### config.mk
export PLATFORM = sky130hd
export DESIGN_NAME = uartRxTop
export DESIGN_NICKNAME = d
export VERILOG_FILES = /design/src/uartRxPkg.sv /design/src/fifoBist.sv /design/src/rxFifo.sv /design/src/uartRx.sv /design/src/uartRxTop.sv
export SDC_FILE = /design/constraint.sdc
export NUM_CORES = 1
export LEC_CHECK = 0
export BUFFER_PORTS_ARGS = -buffer_cell sky130_fd_sc_hd__buf_2
export CAP_MARGIN = 20
export CORE_ASPECT_RATIO = 1.75
export CORE_MARGIN = 2
export CORE_UTILIZATION = 50
export CTS_CLUSTER_SIZE = 10
export DETAILED_ROUTE_END_ITERATION = 6
export GPL_TIMING_DRIVEN = 0
export HOLD_SLACK_MARGIN = 0.15
export PLACE_DENSITY_LB_ADDON = 0.05
export SLEW_MARGIN = 20
export SYNTH_ARGS = -nofsm -noshare
export SYNTH_HDL_FRONTEND = slang
export SYNTH_HIERARCHICAL = 1
export SYNTH_SLANG_ARGS = --single-unit
### constraint.sdc
create_clock -name clk -period 6.8 [get_ports clk]
set_input_delay 0.68 -clock clk [delete_from_list [all_inputs] [get_ports clk]]
set_output_delay 0.68 -clock clk [all_outputs]
set_load 0.1 [all_outputs]
### src/uartRxPkg.sv
//////////////////////////////
// Sizes, serial timing, BIST pattern and state enums
//////////////////////////////
package uartRxPkg;

        //////////////////////////////
        // FIFO sizing
        localparam int DATA_BITS    = 8;
        localparam int FIFO_WIDTH   = 4;                  // Pointer width
        localparam int FIFO_ENTRIES = 2 ** FIFO_WIDTH;

        // Entry counts need one bit more than the pointers
        localparam logic [FIFO_WIDTH:0] FULL_COUNT = (FIFO_WIDTH + 1)'(FIFO_ENTRIES);
        localparam logic [FIFO_WIDTH:0] HALF_COUNT = (FIFO_WIDTH + 1)'(FIFO_ENTRIES / 2);

        //////////////////////////////
        // Serial timing
        localparam int CLKS_PER_BIT = 16;                 // Kept small for short runs
        localparam int CNT_WIDTH    = $clog2(CLKS_PER_BIT);
        localparam int IDX_WIDTH    = $clog2(DATA_BITS);

        localparam logic [CNT_WIDTH-1:0] BIT_MID  = CNT_WIDTH'(CLKS_PER_BIT / 2 - 1);
        localparam logic [CNT_WIDTH-1:0] BIT_END  = CNT_WIDTH'(CLKS_PER_BIT - 1);
        localparam logic [IDX_WIDTH-1:0] LAST_BIT = IDX_WIDTH'(DATA_BITS - 1);

        // Self-test pattern, entry i holds i ^ BIST_SEED
        localparam logic [DATA_BITS-1:0] BIST_SEED = 8'hA5;

        //////////////////////////////
        // State machines
        typedef enum logic [1:0] {
                RX_IDLE,
                RX_START,
                RX_DATA,
                RX_STOP
        } rxState_t;

        typedef enum logic [2:0] {
                BIST_IDLE,
                BIST_DRAIN,
                BIST_FILL,
                BIST_CHECK,
                BIST_DONE
        } bistState_t;

endpackage

### src/fifoBist.sv
//////////////////////////////
// FIFO source select and built-in self-test
//////////////////////////////
`timescale 1ns/10ps

module fifoBist
        import uartRxPkg::*;
(
        input  logic                 clk,
        input  logic                 rst,
        input  logic                 bistMode,
        input  logic [DATA_BITS-1:0] rxByte,
        input  logic                 rxValid,
        input  logic                 popData,
        input  logic [DATA_BITS-1:0] dataOut,
        input  logic                 fifoEmpty,
        input  logic                 fifoFull,
        output logic                 fifoWrite,
        output logic [DATA_BITS-1:0] fifoWData,
        output logic                 fifoPop,
        output logic                 bistDone,
        output logic                 bistPass
);

        bistState_t           state;
        logic [FIFO_WIDTH:0]  idx;                   // Fill and check index
        logic [DATA_BITS-1:0] patByte;
        logic [DATA_BITS-1:0] chkExp;
        logic                 chkValid;              // A check pop happened last cycle
        logic                 readBad;
        logic                 passOk;
        logic                 bistWrite;
        logic                 bistPop;

        assign patByte = DATA_BITS'(idx[FIFO_WIDTH-1:0]) ^ BIST_SEED;
        assign readBad = chkValid && (dataOut != chkExp);

        // Test mode owns the FIFO, receiver and host are cut off
        assign fifoWrite = bistMode ? bistWrite : rxValid;
        assign fifoWData = bistMode ? patByte : rxByte;
        assign fifoPop   = bistMode ? bistPop : popData;

        always_comb
        begin
                bistWrite = 1'b0;
                bistPop   = 1'b0;
                case (state)
                BIST_DRAIN: bistPop   = !fifoEmpty;
                BIST_FILL:  bistWrite = 1'b1;
                BIST_CHECK: bistPop   = (idx != FULL_COUNT);   // Last slot only compares
                default:    bistPop   = 1'b0;
                endcase
        end

        // Expected byte lines up with dataOut one cycle after the pop
        always_ff @(posedge clk)
        begin
                if (bistPop)
                        chkExp <= patByte;
        end

        //////////////////////////////
        // Test sequence
        always_ff @(posedge clk)
        begin
                if (rst || !bistMode)
                begin
                        state    <= BIST_IDLE;
                        idx      <= '0;
                        passOk   <= 1'b0;
                        chkValid <= 1'b0;
                        bistDone <= 1'b0;
                        bistPass <= 1'b0;
                end
                else
                begin
                        chkValid <= bistPop && (state == BIST_CHECK);
                        if (readBad)
                                passOk <= 1'b0;
                        case (state)
                        BIST_IDLE:
                        begin
                                passOk <= 1'b1;
                                idx    <= '0;
                                state  <= BIST_DRAIN;
                        end
                        BIST_DRAIN:
                        begin
                                if (fifoEmpty)
                                        state <= BIST_FILL;
                        end
                        BIST_FILL:
                        begin
                                idx <= idx + 1'b1;
                                if (idx == FULL_COUNT - 1'b1)
                                begin
                                        idx   <= '0;
                                        state <= BIST_CHECK;
                                end
                        end
                        BIST_CHECK:
                        begin
                                if ((idx == '0) && !fifoFull)
                                        passOk <= 1'b0;          // Fill did not reach full
                                if (idx == FULL_COUNT)
                                begin
                                        bistDone <= 1'b1;
                                        bistPass <= passOk && !readBad && fifoEmpty;
                                        state    <= BIST_DONE;
                                end
                                else
                                begin
                                        idx <= idx + 1'b1;
                                end
                        end
                        default: state <= BIST_DONE;     // Hold until bistMode drops
                        endcase
                end
        end

        bistPassNeedsDone: assert property (@(posedge clk) disable iff (rst)
                bistPass |-> bistDone);

endmodule

### src/rxFifo.sv
//////////////////////////////
// Receive FIFO, write wins over pop, sticky overflow
//////////////////////////////
`timescale 1ns/10ps

module rxFifo
        import uartRxPkg::*;
(
        input  logic                 clk,
        input  logic                 rst,
        input  logic                 fifoWrite,
        input  logic [DATA_BITS-1:0] fifoWData,
        input  logic                 fifoPop,
        output logic [DATA_BITS-1:0] dataOut,
        output logic                 fifoEmpty,
        output logic                 fifoHalfFull,
        output logic                 fifoFull,
        output logic                 fifoOverflow
);

        logic [DATA_BITS-1:0]  mem [FIFO_ENTRIES];
        logic [FIFO_WIDTH-1:0] rdPtr;
        logic [FIFO_WIDTH-1:0] wrPtr;
        logic [FIFO_WIDTH:0]   count;                // 0 to FIFO_ENTRIES
        logic [FIFO_WIDTH:0]   nextCount;
        logic                  isFull;
        logic                  doWrite;
        logic                  doPop;

        assign isFull  = (count == FULL_COUNT);
        assign doWrite = fifoWrite && !isFull;
        // A write in the same cycle blocks the pop
        assign doPop   = fifoPop && !fifoWrite && (count != '0);

        always_comb
        begin
                nextCount = count;
                if (doWrite)
                        nextCount = count + 1'b1;
                else if (doPop)
                        nextCount = count - 1'b1;
        end

        // Storage
        always_ff @(posedge clk)
        begin
                if (doWrite)
                        mem[wrPtr] <= fifoWData;
        end

        //////////////////////////////
        // Pointers, output byte and flags
        always_ff @(posedge clk)
        begin
                if (rst)
                begin
                        rdPtr        <= '0;
                        wrPtr        <= '0;
                        count        <= '0;
                        dataOut      <= '0;
                        fifoEmpty    <= 1'b1;
                        fifoHalfFull <= 1'b0;
                        fifoFull     <= 1'b0;
                        fifoOverflow <= 1'b0;
                end
                else
                begin
                        count        <= nextCount;
                        fifoEmpty    <= (nextCount == '0);   // Flags track the new count
                        fifoHalfFull <= (nextCount >= HALF_COUNT);
                        fifoFull     <= (nextCount == FULL_COUNT);
                        if (doWrite)
                                wrPtr <= wrPtr + 1'b1;
                        if (doPop)
                        begin
                                dataOut      <= mem[rdPtr];
                                rdPtr        <= rdPtr + 1'b1;
                                fifoOverflow <= 1'b0;          // A read frees room
                        end
                        else if (fifoWrite && isFull)
                        begin
                                fifoOverflow <= 1'b1;          // Byte is dropped
                        end
                end
        end

        fifoFlagsExclusive: assert property (@(posedge clk) disable iff (rst)
                !(fifoEmpty && fifoFull));

        fifoCountBound: assert property (@(posedge clk) disable iff (rst)
                count <= FULL_COUNT);

endmodule

### src/uartRx.sv
//////////////////////////////
// Serial line receiver, 8N1 frames, LSB first
//////////////////////////////
`timescale 1ns/10ps

module uartRx
        import uartRxPkg::*;
(
        input  logic                 clk,
        input  logic                 rst,
        input  logic                 rxLine,
        output logic [DATA_BITS-1:0] rxByte,
        output logic                 rxValid,
        output logic                 frameErr
);

        rxState_t             state;
        logic                 rxMeta;
        logic                 rxSync;
        logic                 rxPrev;               // Delayed copy for edge detect
        logic [CNT_WIDTH-1:0] bitClk;
        logic [IDX_WIDTH-1:0] bitIdx;

        // Two flops against metastability, a third to find the falling edge
        always_ff @(posedge clk)
        begin
                if (rst)
                begin
                        rxMeta <= 1'b1;             // Idle line is high
                        rxSync <= 1'b1;
                        rxPrev <= 1'b1;
                end
                else
                begin
                        rxMeta <= rxLine;
                        rxSync <= rxMeta;
                        rxPrev <= rxSync;
                end
        end

        //////////////////////////////
        // Frame FSM
        always_ff @(posedge clk)
        begin
                if (rst)
                begin
                        state    <= RX_IDLE;
                        bitClk   <= '0;
                        bitIdx   <= '0;
                        rxValid  <= 1'b0;
                        frameErr <= 1'b0;
                end
                else
                begin
                        rxValid  <= 1'b0;
                        frameErr <= 1'b0;
                        bitClk   <= bitClk + 1'b1;
                        case (state)
                        RX_IDLE:
                        begin
                                bitClk <= '0;
                                if (rxPrev && !rxSync)
                                        state <= RX_START;
                        end
                        RX_START:
                        begin
                                if (bitClk == BIT_MID)
                                begin
                                        bitClk <= '0;
                                        bitIdx <= '0;
                                        // High again at mid-bit means a glitch
                                        state  <= rxSync ? RX_IDLE : RX_DATA;
                                end
                        end
                        RX_DATA:
                        begin
                                if (bitClk == BIT_END)
                                begin
                                        bitClk <= '0;
                                        bitIdx <= bitIdx + 1'b1;
                                        if (bitIdx == LAST_BIT)
                                                state <= RX_STOP;
                                end
                        end
                        RX_STOP:
                        begin
                                if (bitClk == BIT_END)
                                begin
                                        rxValid  <= rxSync;   // Good stop bit
                                        frameErr <= !rxSync;
                                        state    <= RX_IDLE;
                                end
                        end
                        default: state <= RX_IDLE;
                        endcase
                end
        end

        // Data bits shift in from the top so bit 0 lands last at the bottom
        always_ff @(posedge clk)
        begin
                if ((state == RX_DATA) && (bitClk == BIT_END))
                        rxByte <= {rxSync, rxByte[DATA_BITS-1:1]};
        end

        rxStrobeExclusive: assert property (@(posedge clk) disable iff (rst)
                !(rxValid && frameErr));

endmodule

### src/uartRxTop.sv
//////////////////////////////
// Receiver, self-test and FIFO
//////////////////////////////
`timescale 1ns/10ps

module uartRxTop
        import uartRxPkg::*;
(
        input  logic                 clk,
        input  logic                 rst,
        input  logic                 rxLine,
        input  logic                 popData,
        input  logic                 bistMode,
        output logic [DATA_BITS-1:0] dataOut,
        output logic                 fifoEmpty,
        output logic                 fifoHalfFull,
        output logic                 fifoFull,
        output logic                 fifoOverflow,
        output logic                 frameErr,
        output logic                 bistDone,
        output logic                 bistPass
);

        logic [DATA_BITS-1:0] rxByte;
        logic                 rxValid;
        logic [DATA_BITS-1:0] fifoWData;
        logic                 fifoWrite;
        logic                 fifoPop;

        uartRx u_uartRx (
                .clk      (clk),
                .rst      (rst),
                .rxLine   (rxLine),
                .rxByte   (rxByte),
                .rxValid  (rxValid),
                .frameErr (frameErr)
        );

        // Passes receiver and host through unless in test mode
        fifoBist u_fifoBist (
                .clk       (clk),
                .rst       (rst),
                .bistMode  (bistMode),
                .rxByte    (rxByte),
                .rxValid   (rxValid),
                .popData   (popData),
                .dataOut   (dataOut),
                .fifoEmpty (fifoEmpty),
                .fifoFull  (fifoFull),
                .fifoWrite (fifoWrite),
                .fifoWData (fifoWData),
                .fifoPop   (fifoPop),
                .bistDone  (bistDone),
                .bistPass  (bistPass)
        );

        rxFifo u_rxFifo (
                .clk          (clk),
                .rst          (rst),
                .fifoWrite    (fifoWrite),
                .fifoWData    (fifoWData),
                .fifoPop      (fifoPop),
                .dataOut      (dataOut),
                .fifoEmpty    (fifoEmpty),
                .fifoHalfFull (fifoHalfFull),
                .fifoFull     (fifoFull),
                .fifoOverflow (fifoOverflow)
        );

endmodule
Yosys cells after proc, flatten, opt, wreduce, memory -nomap -nowiden:

Memory sizes are Yosys's and may differ from the RTL's. A register that Yosys moved wholly into a read port is not among the register bits.
Index checks and enable logic that the tools add are counted.
W data, S select, Z words.

* add/sub/neg operators: 7
* $mul: 0
* div/mod/pow operators: 0
* order comparisons: 1
* equal/unequal tests: 24
* shifts and indexed selects: 0
* muxes and demuxes: 32
* bitwise logic cells: 3
* reduce and logical (&&, ||, !) cells: 33

Operators with widths (count)
* $mux W5: 4
* $eq A5 B5 Y1 const B: 3
* $mux W3: 5
* $pmux W5 S3: 1
* $ne A2 B1 Y1 const B: 7
* $add A4 B1 Y4 const B: 3
* $mux W2: 6
* $pmux W3 S4: 1
* $pmux W4 S3: 1
* $logic_and A1 B1 Y1: 11
* $add A5 B1 Y5 const B: 2
* $logic_not A5 Y1: 2
* $mux W4: 2
* $mux W8: 1
* $ne A8 B8 Y1: 1
* $pmux W2 S4: 1
* $logic_not A1 Y1: 7
* $mux W1: 7
* $eq A3 B2 Y1 const B: 2
* $pmux W3 S2: 1
* $reduce_and A3 Y1: 2
* $eq A5 B4 Y1 const B: 1
* $ge A5 B4 Y1 const B: 1
* $ne A5 B5 Y1 const B: 1
* other kinds (22): 27

* bits in registers: 57
* latch bits: 0
* RAM bits: 128
* ROM bits: 0
* input bits: 5
* output and inout port bits: 15
* logic and storage cells: 124
* memories: 1

Memories
* u_rxFifo.mem: depth 16, bits a word 8, rd ports 1, clocked after Yosys merged registers in 1, wr ports 1, RTL line rxFifo.sv:21 `logic [DATA_BITS-1:0] mem [FIFO_ENTRIES];`

Longest topological paths before layout:

Gate-level depths: netlist of the first run.

* depth in word-level cells: 9
* depth in mapped cells: 12
* depth with buffers taken out: 11

Modules after synthesis:

The synthesis of the first run kept the hierarchy.

By module, submodules not included
* rxFifo: instances 1, cells an instance 351, area each 6108.4 um2, sequential area each 4344.2 um2
* fifoBist: instances 1, cells an instance 101, area each 928.4 um2, sequential area each 360.3 um2
* uartRx: instances 1, cells an instance 65, area each 833.3 um2, sequential area each 520.5 um2

Worst setup path after synthesis of the first run:

OpenSTA, ideal clock, no wires.

* kind: reg-to-reg
* start: register u_rxFifo.fifoEmpty
* end: register u_rxFifo.fifoEmpty
* setup time: 0.116 ns
* arrival time: 2.771 ns
* data required time: 6.684 ns
* path slack: 3.912 ns
* stages on the path, launching flop included: 10
* path buffers: 0
* clock period less this slack: 2.888 ns
* cells stage by stage: dfxtp_1 > nor2b_1 > a21o_1 > nor3b_1 > mux2_2 > nor2b_1 > a22o_1 > o21ai_0 > o21a_1 > a41o_2

* cells in the longest elaborated chain, start to end: 8

Ends and longest elaborated chain
* from (decl): RTL line rxFifo.sv:15 `output logic fifoEmpty,`
* from (signal assigned): RTL line rxFifo.sv:69 `fifoEmpty <= (nextCount == '0);`
* $logic_not A1 Y1: RTL line fifoBist.sv:48 `BIST_DRAIN: bistPop = !fifoEmpty;`
* $pmux W1 S2: RTL line fifoBist.sv:47 `case (state)`
* named net u_fifoBist.bistPop: RTL line fifoBist.sv:33 `logic bistPop;`
* $mux W1: RTL line fifoBist.sv:41 `assign fifoPop = bistMode ? bistPop : popData;`
* named net fifoPop: RTL line uartRxTop.sv:28 `logic fifoPop;`
* $logic_and A1 B1 Y1 (2 in series): RTL line rxFifo.sv:33 `assign doPop = fifoPop && !fifoWrite && (count != '0);`
* $mux W5: RTL line rxFifo.sv:40 `else if (doPop)`
* $mux W5: RTL line rxFifo.sv:38 `if (doWrite)`
* $logic_not A5 Y1: RTL line rxFifo.sv:69

The timed path passes the listed nets, and every way through them passes these cells.
A chain may end at the register's enable or synchronous reset.

Worst setup path in the final report of the first run:

* start: register u_fifoBist.idx[0]
* end: register u_rxFifo.rdPtr[1]

* cells in the longest elaborated chain, start to end: 5

Ends and longest elaborated chain
* from (decl): RTL line fifoBist.sv:26 `logic [FIFO_WIDTH:0] idx;`
* from (signal assigned): RTL line fifoBist.sv:94 `idx <= idx + 1'b1;`
* from (signal assigned): RTL line fifoBist.sv:113 `idx <= idx + 1'b1;`
* $ne A5 B5 Y1: RTL line fifoBist.sv:50 `BIST_CHECK: bistPop = (idx != FULL_COUNT);`
* $pmux W1 S2: RTL line fifoBist.sv:47
* named net u_fifoBist.bistPop: RTL line fifoBist.sv:33
* $mux W1: RTL line fifoBist.sv:41
* named net fifoPop: RTL line uartRxTop.sv:28
* $logic_and A1 B1 Y1 (2 in series): RTL line rxFifo.sv:33
* to (signal assigned): RTL line rxFifo.sv:77 `rdPtr <= rdPtr + 1'b1;`
* to (decl): RTL line rxFifo.sv:22 `logic [FIFO_WIDTH-1:0] rdPtr;`

The timed path passes the listed nets, and every way through them passes these cells.

==> results of run 1 <==
==> routing by layer <==
| layer | global-route usage, % | wire [µm] | vias up |
|---|---|---|---|
| met1 | 23.4 | 6030 | 2234 |
| li1 | - | - | 2057 |
| met4 | 9.53 | 578 | 0 |
| met5 | 0 | 0 | - |
| met2 | 38.2 | 9110 | 74 |
| met3 | 3.08 | 450 | 32 |
==> registers in the layout (all words and copies together), names as in the netlist, 4 cells and up, named ones only <==
name	flops
u_rxFifo/mem	128
u_rxFifo/dataOut	8
u_uartRx/rxByte	8
u_fifoBist/idx	5
u_rxFifo/count	5
u_fifoBist/chkExp	4
u_rxFifo/rdPtr	4
u_rxFifo/wrPtr	4
u_uartRx/bitClk	4
==> logic make-up (layout without fill, tap and decap cells) <==
| kind of cell | Yosys count | after routing | share of synthesized area [%] |
|---|---|---|---|
| flip-flops | 191 | 191 | 66.4 |
| AND/OR/NAND/NOR | 129 | 129 | 9.17 |
| buffers and inverters | 42 | 93 | 2.56 |
| adder cells (fa/ha/maj) | 14 | 14 | 2.23 |
| AO/OA/AOI/OAI | 81 | 81 | 6.98 |
| multiplexers | 43 | 43 | 10.7 |
| XOR/XNOR | 17 | 17 | 1.99 |
==> critical path, cell delays in order (launching register included) <==
cell and delay (ps):
dfxtp_1 370, inv_1 120, ha_1 230, and4bb_2 270
a21o_1 220, nor3b_1 580, mux2_2 360, nand2b_1 90
clkbuf_1 210, nor2_1 420, buf_2 290, mux2i_1 200
nor2_1 50
==> area by class of cell <==
| type | instances | area share (%) |
|---|---|---|
| Inverter | 16 | 0.681 |
| Multi-Input combinational cell | 284 | 28.0 |
| Tap cell | 186 | 2.64 |
| Buffer | 26 | 1.60 |
| Sequential cell | 191 | 59.2 |
| Clock buffer | 21 | 5.46 |
| Clock inverter | 11 | 1.32 |
| Timing Repair Buffer | 19 | 1.08 |
==> synthesized netlist by cell type (all sizes together), types with 2 or more instances <==
cell	number
edfxtp	140
dfxtp	51
nor2	43
mux4	32
a21oi	22
o21ai	22
a22o	20
buf	16
inv	16
nand2	16
ha	14
nor3	11
clkbuf	10
nand3	9
nor2b	9
xor2	9
mux2	8
xnor2	8
or2	7
nand2b	6
nand4	4
nor4	4
a31oi	3
and4bb	3
mux2i	3
a41o	2
and2	2
and4	2
nor3b	2
nor4b	2
o21a	2
or3	2
or4b	2
==> power groups by stage <==
stage | Sequential, mW | Clock (mW) | Combinational (mW)
finish | 1.26 | 0.990 | 0.188
global route | 1.26 | 1.06 | 0.203
CTS | 1.26 | 1.01 | 0.190
detailed placement | 1.29 | 0 | 0.189
global placement | 1.29 | 0 | 0.188
floorplan | 1.32 | 0 | 0.112
==> metrics by stage <==
step                hold WS, ps  util [%]
global placement            392      53.3
finish                      415      57.3
CTS                         415      57.3
floorplan                   389         -
global route                414      57.3
detailed placement          403      53.4
==> final timing paths <==
path              cells after the start  slack [ps]                           start                             end
setup / recovery                     12        3250  u_fifoBist/idx[0]$_SDFFE_PP0P_  u_rxFifo/rdPtr[1]$_SDFFE_PP0N_
hold / removal                        1         410      u_uartRx/rxMeta$_SDFF_PP1_      u_uartRx/rxSync$_SDFF_PP1_
setup reg to reg                     12        3250  u_fifoBist/idx[0]$_SDFFE_PP0P_  u_rxFifo/rdPtr[1]$_SDFFE_PP0N_
hold reg to reg                       1         410      u_uartRx/rxMeta$_SDFF_PP1_      u_uartRx/rxSync$_SDFF_PP1_
==> flow_summary_export.csv, run 1 <==
group,metric,value,unit
setup_path,cp-start-kind,"flip-flop",
timing,tightest_slew,865,ps
grt,grt_max_degree,18,
power,clkPwrFrac,40.5,%
place,dp_cells,722,
floorplan,core.rowCount,60,
logic_synthesis,synth_edf_count,140,
place,pre_cts_ws,3300,ps
setup_path,worst_ep_required_time,7090,ps
grt,grt_overflow_total,0,
logic_synthesis,yosys-top-cells-area,"edfxtp_1 (53%), dfxtp_1 (13%), mux4_2 (9.2%)",
setup_path,critPathArrivalTime,3850,ps
timing,setup_viol,0,
timing,period_minus_slack,3550,ps
logic_synthesis,ys_ff_latch,191,
drt,dr.pass1.iters,4,
place,gp_congestion,0.864,
place,hpwl,11500,µm
cells_and_area,seq_area,0.00523,mm²
clocking,postCtsHoldBufs,0,
cells_and_area,multiInputGateArea,0.00247,mm²
cells_and_area,mostFrequentLayoutCells,"edfxtp_1 (140), dfxtp_1 (51), nor2_1 (42), mux4_2 (32), buf_2 (26)",
timing,slew_violations,0,
drt,drc_errors,0,
floorplan,die_area,0.0168,mm²
cells_and_area,fin_area,0.00882,mm²
place,portBuffers,19,
grt,grt_pass1_vias,4572,
cells_and_area,nets,574,
power,comb_power_share,7.7,%
clocking,postCtsSetupBuffers,0,
drt,ant_nets,0,
cells_and_area,diodes,0,
setup_path,crit_fanout,10,
logic_synthesis,synth.avg_cell_area,15.2,µm²
logic_synthesis,ys.flop_type,"edfxtp_1",
drt,vias_per_cell,5.83,
clocking,htreeDepth,4,
floorplan,core,0.0154,mm²
logic_synthesis,synth.net_count,536,
clocking,worstSkewPairLatency,430,ps
grt,grt_pass1_wl,25800,µm
drt,drt_wl_total,16200,µm
logic_synthesis,ys_seq_area_share,66.4,%
clocking,cts_made_buffers,17,
clocking,clk_pin_slew,70,ps
logic_synthesis,async_flop_share,0,%
logic_synthesis,synthCells,517,
power,p_int,1.88,mW
place,placed_cell_area,0.00822,mm²
power,p_leak,2.98,nW
timing,fin_skew,11.7,ps
cells_and_area,fillers,1250,
floorplan,start_util,51.1,%
cells_and_area,drive_above_1_share,22.4,%
run_status,status,"completed",
run,cap_violations,0,
cells_and_area,stdcell_count,754,
setup_path,critPathCaptureType,"flip-flop",
clocking,cts_root_buf,"clkbuf_16",
clocking,post_cts_resized,0,
logic_synthesis,synth_area,0.00787,mm²
floorplan,die_y,170,µm
logic_synthesis,ys_warn_count,6,
power,power,2.44,mW
power,ir_drop,145,µV
clocking,clockBufferDepth,2,
logic_synthesis,synth_top_area_share,53.4,%
timing,fmax,0.281,GHz
floorplan,die_x,98.8,µm
drt,wl_per_cell,21.4,µm
power,power_density,277,mW/mm²
timing,post-route-period-util,52.3,%
grt,grt_use_total,20.8,%
grt,antenna_found_initial,0,
cells_and_area,final_common_cell,"edfxtp_1",
clocking,cts_tree,"built",
power,share_seq_of_total_power,51.8,%
drt,vias,4397,
timing,layout_setup_ws,3250,ps
logic_synthesis,yosys.cell_types.count,62,
power,netSwitchingPower,0.564,mW
floorplan,ioPinCount,20,
cells_and_area,syn_to_final_growth,12.1,%
drt,drtIter0Drc,210,
timing,max_slew_margin,42.1,%
setup_path,crit_type,"reg -> reg",
power,p_sw_share,23.1,%
timing,hold_viol_final,0,
timing,rsz0062_at_grt,"false",
min_path,min_path_type,"reg -> reg",
timing,final.setup.tns,0,ps
clocking,cts_sinks,191,
logic_synthesis,synth_area_leader_cell,"edfxtp_1",
No activity file was read; power rests on OpenSTA's default activity.
==> run 2, diff against run 1 <==
clock period = 3.73 ns   (was 6.8 ns; I/O delays follow)
==> run 2 against run 1 <==
Clock power rose by 82%; sequential power rose by 83%; critical path type unchanged; largest cell class unchanged; core utilization rose by 0.098 points; total power rose by 82%; via count rose by 0.50%; clock skew barely moved; largest power group unchanged; critical endpoint unchanged.
==> flow_summary_export.csv, run 2 (same netlist as run 1, synthesis figures left out) <==
group,metric,value,unit
run_status,status,"completed",
run,cap_violations,0,
drt,drc_errors,0,
grt,grt_pass1_wl,25800,µm
clocking,worstSkewPairLatency,430,ps
cells_and_area,fillers,1250,
timing,final.setup.tns,0,ps
grt,grt_use_total,20.8,%
setup_path,critPathCaptureType,"flip-flop",
setup_path,cp-start-kind,"flip-flop",
place,gp_congestion,0.864,
cells_and_area,drive_above_1_share,22.5,%
cells_and_area,nets,575,
drt,vias,4419,
grt,grt_pass1_vias,4572,
clocking,cts_tree,"built",
drt,drtIter0Drc,242,
timing,rsz0062_at_grt,"false",
power,share_seq_of_total_power,51.7,%
timing,period_minus_slack,3270,ps
grt,antenna_found_initial,0,
drt,wl_per_cell,21.4,µm
timing,hold_viol_final,0,
setup_path,crit_type,"reg -> reg",
setup_path,worst_ep_required_time,4020,ps
setup_path,critPathArrivalTime,3560,ps
cells_and_area,diodes,0,
floorplan,start_util,51.1,%
drt,ant_nets,0,
timing,fmax,0.306,GHz
place,hpwl,11500,µm
timing,whs,309,ps
power,clkPwrFrac,40.5,%
timing,post-route-period-util,87.7,%
clocking,postCtsSetupBuffers,0,
floorplan,die_x,98.8,µm
timing,slew_violations,0,
power,netSwitchingPower,1.03,mW
grt,grt_max_degree,18,
floorplan,core.rowCount,60,
clocking,cts_root_buf,"clkbuf_16",
place,portBuffers,19,
power,power,4.45,mW
cells_and_area,regMostFlops,"u_rxFifo/mem",
cells_and_area,mostFrequentLayoutCells,"edfxtp_1 (140), dfxtp_1 (51), nor2_1 (42), mux4_2 (32), buf_2 (26)",
cells_and_area,largest_reg_flops,128,
power,p_leak,2.98,nW
setup_path,crit_fanout,10,
floorplan,ioPinCount,20,
timing,max_slew_margin,42.1,%
floorplan,die_area,0.0168,mm²
cells_and_area,final_common_cell,"edfxtp_1",
clocking,htreeDepth,4,
power,power_density,504,mW/mm²
power,ir_drop,264,µV
cells_and_area,top_regs,"u_rxFifo/mem: 128 flops, u_rxFifo/dataOut: 8 flops, u_uartRx/rxByte: 8 flops",
floorplan,core,0.0154,mm²
min_path,min_path_type,"in -> reg",
timing,tightest_slew,865,ps
floorplan,die_y,170,µm
drt,vias_per_cell,5.85,
power,p_int,3.42,mW
drt,dr.pass1.iters,4,
timing,fin_skew,11.9,ps
clocking,cts_made_buffers,17,
timing,setup_viol,0,
power,comb_power_share,7.7,%
grt,grt_overflow_total,0,
clocking,cts_sinks,191,
drt,drt_wl_total,16200,µm
cells_and_area,syn_to_final_growth,12.3,%
clocking,clk_pin_slew,70,ps
clocking,clockBufferDepth,2,
power,p_sw_share,23.1,%
run 2: what timing repair did:
action / CTS / global route
hold buffers: 1 / 0
gates resized for setup: 0 / 1
hold endpoints to repair: 1 / 0
endpoints found under the setup margin: 0 / 11
run 2: final timing paths:
check | depth (start not counted) | from | endpoint | slack [ps]
worst min-delay path | 2 | rst | u_rxFifo/fifoOverflow$_SDFFE_PP0P_ | 310
worst max register to register | 12 | u_fifoBist/idx[0]$_SDFFE_PP0P_ | u_rxFifo/rdPtr[1]$_SDFFE_PP0N_ | 460
worst max-delay path | 12 | u_fifoBist/idx[0]$_SDFFE_PP0P_ | u_rxFifo/rdPtr[1]$_SDFFE_PP0N_ | 460
worst min register to register | 1 | u_uartRx/rxMeta$_SDFF_PP1_ | u_uartRx/rxSync$_SDFF_PP1_ | 410
run 2: cell type report:
type,instances,area [µm²],share of cell area (%)
clock inverter,11,116,1.32
buffer,26,141,1.60
inverter,16,60.1,0.680
timing repair buffer,20,105,1.19
tap,186,233,2.63
clock buffer,21,482,5.45
sequential,191,5230,59.1
multi-input combinational,284,2470,28.0
run 2: metal layers:
layer | vias to the layer above | track usage (%) | wire, µm
met5 | - | 0 | 0
met4 | 0 | 9.53 | 584
met3 | 34 | 3.08 | 402
met2 | 70 | 38.2 | 9090
met1 | 2256 | 23.4 | 6090
li1 | 2059 | - | -
run 2: worst max-delay path, stage by stage, from the launching register on:
cell,delay [ps]
dfxtp_1,370
inv_1,120
ha_1,230
and4bb_2,270
a21o_1,220
nor3b_2,360
mux2_2,310
nand2b_1,90
clkbuf_1,210
nor2_1,420
buf_2,290
mux2i_1,200
nor2_1,50
run 2: through the flow:
stage | setup WS (ps) | utilization, % | instance area [µm²] | std cells
floorplan | 842 | - | 7870 | 517
global placement | 132 | 53.3 | 8200 | 722
detailed placement | 269 | 53.4 | 8220 | 722
CTS | 235 | 57.4 | 8830 | 755
global route | 179 | 57.4 | 8840 | 755
finish | 458 | 57.4 | 8840 | 755
run 2: power groups by stage:
stage	Sequential (mW)	Clock [mW]	Combinational (mW)
3_5_place_dp	2.35	0	0.345
2_1_floorplan	2.41	0	0.203
3_3_place_gp	2.35	0	0.342
4_1_cts	2.30	1.85	0.346
6_report	2.30	1.80	0.344
5_1_grt	2.31	1.93	0.371
==> run 3, diff against run 2 <==
CORE_ASPECT_RATIO = 1.4   (was 1.75)
==> run 3 against run 2 <==
Worst hold slack worse by 28 ps; critical endpoint is now u_rxFifo/dataOut[5]$_SDFFE_PP0N_; register-to-register slack better by 120 ps; non-clock buffer count did not move; sequential cell count did not move.
==> flow_summary_export.csv, run 3 (same netlist as run 1, synthesis figures left out) <==
group,metric,value,unit
run_status,status,"completed",
place,hpwl,11000,µm
run,cap_violations,0,
cells_and_area,multiInputGateArea,0.00247,mm²
min_path,min_path_type,"in -> reg",
drt,dr.pass1.iters,4,
drt,ant_nets,0,
clocking,htreeDepth,4,
setup_path,crit_end,"u_rxFifo/dataOut[5]$_SDFFE_PP0N_",
grt,grt_overflow_total,0,
setup_path,critPathCaptureType,"flip-flop",
cells_and_area,drive_above_1_share,22.7,%
clocking,cts_root_buf,"clkbuf_16",
clocking,clockBufferDepth,2,
grt,grt_use_total,20.3,%
timing,setup_viol,0,
setup_path,worst_ep_required_time,4080,ps
setup_path,crit_buf_inv,3,
setup_path,max_stage_delay,400,ps
floorplan,start_util,50.9,%
clocking,cts_tree,"built",
floorplan,ioPinCount,20,
setup_path,path_delay_family,"simple AND/OR/NAND/NOR gates",
floorplan,core.rowCount,54,
timing,layout_setup_ws,577,ps
setup_path,crit_cells,12,
drt,drc_errors,0,
clocking,cts_sinks,191,
timing,max_slew_margin,43.3,%
drt,vias,4373,
setup_path,cp_slowest_cell,"nor3b_2",
setup_path,r2r_setup_slack,580,ps
clocking,worstSkewPairLatency,420,ps
setup_path,cp-start-kind,"flip-flop",
cells_and_area,final_common_cell,"edfxtp_1",
clocking,cts_made_buffers,17,
power,power,4.49,mW
cells_and_area,regMostFlops,"u_rxFifo/mem",
setup_path,crit_fanout,10,
timing,fmax,0.317,GHz
floorplan,die_x,110,µm
drt,drtIter0Drc,278,
floorplan,die_y,152,µm
grt,grt_pass1_vias,4372,
cells_and_area,mostFrequentLayoutCells,"edfxtp_1 (140), dfxtp_1 (51), nor2_1 (42), mux4_2 (32), buf_2 (26)",
drt,drt_wl_total,15800,µm
timing,period_minus_slack,3150,ps
setup_path,timing.rr.start,"u_fifoBist/idx[0]$_SDFFE_PP0P_",
floorplan,core,0.0155,mm²
setup_path,ff2ff_path_depth,12,
power,ir_drop,298,µV
grt,grt_max_degree,17,
cells_and_area,seq_area,0.00523,mm²
cells_and_area,nets,575,
clocking,postCtsSetupBuffers,0,
setup_path,critPathArrivalTime,3500,ps
drt,vias_per_cell,5.72,
setup_path,reg2reg_to,"u_rxFifo/dataOut[5]$_SDFFE_PP0N_",
timing,rsz0062_at_grt,"false",
place,gp_congestion,0.807,
timing,whs,280,ps
cells_and_area,largest_reg_flops,128,
cells_and_area,syn_to_final_growth,12.8,%
power,p_leak,3.01,nW
cells_and_area,postLayoutCoreUtil,57.4,%
timing,post-route-period-util,84.5,%
setup_path,cp-startpoint,"u_fifoBist/idx[0]$_SDFFE_PP0P_",
grt,grt_pass1_wl,24400,µm
clocking,clk_pin_slew,70,ps
place,pre_cts_ws,198,ps
drt,wl_per_cell,20.7,µm
grt,antenna_found_initial,0,
floorplan,die_area,0.0168,mm²
timing,tightest_slew,848,ps
setup_path,crit_type,"reg -> reg",
timing,hold_viol_final,0,
power,power_density,506,mW/mm²
place,portBuffers,19,
timing,fin_skew,8.51,ps
cells_and_area,diodes,0,
timing,slew_violations,0,
timing,final.setup.tns,0,ps
cells_and_area,top_regs,"u_rxFifo/mem: 128 flops, u_rxFifo/dataOut: 8 flops, u_uartRx/rxByte: 8 flops",
setup_path,worstPathCellList,"inv_1, ha_1, and4bb_2, a21o_1, nor3b_2, mux2_2, nand2b_1, clkbuf_1, nor2_1, buf_2, o21ai_0, a21oi_1",
cells_and_area,fillers,1248,
-- run 3: cell count changes in the layout (fill, tap and decap cells not counted), sizes merged --
| cell | previous run | this run |
|---|---|---|
| inv | 24 | 21 |
| clkbuf | 31 | 32 |
| bufinv | 1 | 2 |
| clkinvlp | 1 | 0 |
| clkinv | 1 | 3 |
-- run 3: how the worst min path moves through the flow --
stage                               start  cells after the start  slack (ps)                                  to
2_1_floorplan  u_uartRx/rxMeta$_SDFF_PP1_                      1         390          u_uartRx/rxSync$_SDFF_PP1_
3_3_place_gp   u_uartRx/rxMeta$_SDFF_PP1_                      1         400          u_uartRx/rxSync$_SDFF_PP1_
3_5_place_dp   u_uartRx/rxMeta$_SDFF_PP1_                      1         400          u_uartRx/rxSync$_SDFF_PP1_
4_1_cts                               rst                      2         260  u_rxFifo/fifoOverflow$_SDFFE_PP0P_
5_1_grt                               rst                      2         280    u_rxFifo/fifoHalfFull$_SDFF_PP0_
6_report                              rst                      2         280  u_rxFifo/fifoOverflow$_SDFFE_PP0P_
-- run 3: metrics by stage --
step                      cell area [µm²]  cells
final                                8870    765
after global routing                 8870    765
after CTS                            8870    765
after detailed placement             8230    732
after global placement               8210    732
after floorplan                      7870    517
-- run 3: cell type report --
| type | instances | share of cell area (%) |
|---|---|---|
| Tap cell | 196 | 2.76 |
| Inverter | 16 | 0.677 |
| Multi-Input combinational cell | 284 | 27.9 |
| Sequential cell | 191 | 58.9 |
| Timing Repair Buffer | 20 | 1.18 |
| Clock buffer | 22 | 5.95 |
| Buffer | 26 | 1.59 |
| Clock inverter | 10 | 1.09 |
-- run 3: report_power, final --
part           total (mW)  leakage (nW)  internal, mW  switching (mW)
registers            2.30          1.67          2.29          0.0189
clock network        1.84         0.321          1.08           0.761
logic               0.341          1.01         0.123           0.218
total                4.49          3.01          3.49           0.998
-- run 3: per-layer routing --
metal	GRT usage, %	share of wire (%)
met1	24.5	41
met2	34.7	53
met3	4.32	2.9
met4	8.20	2.7
met5	0	0
-- run 3: what timing repair did --
item	in CTS	in global routing
hold buffers	1	0
hold endpoints to repair	1	0
endpoints found under the setup margin	0	6
resized for setup	0	1
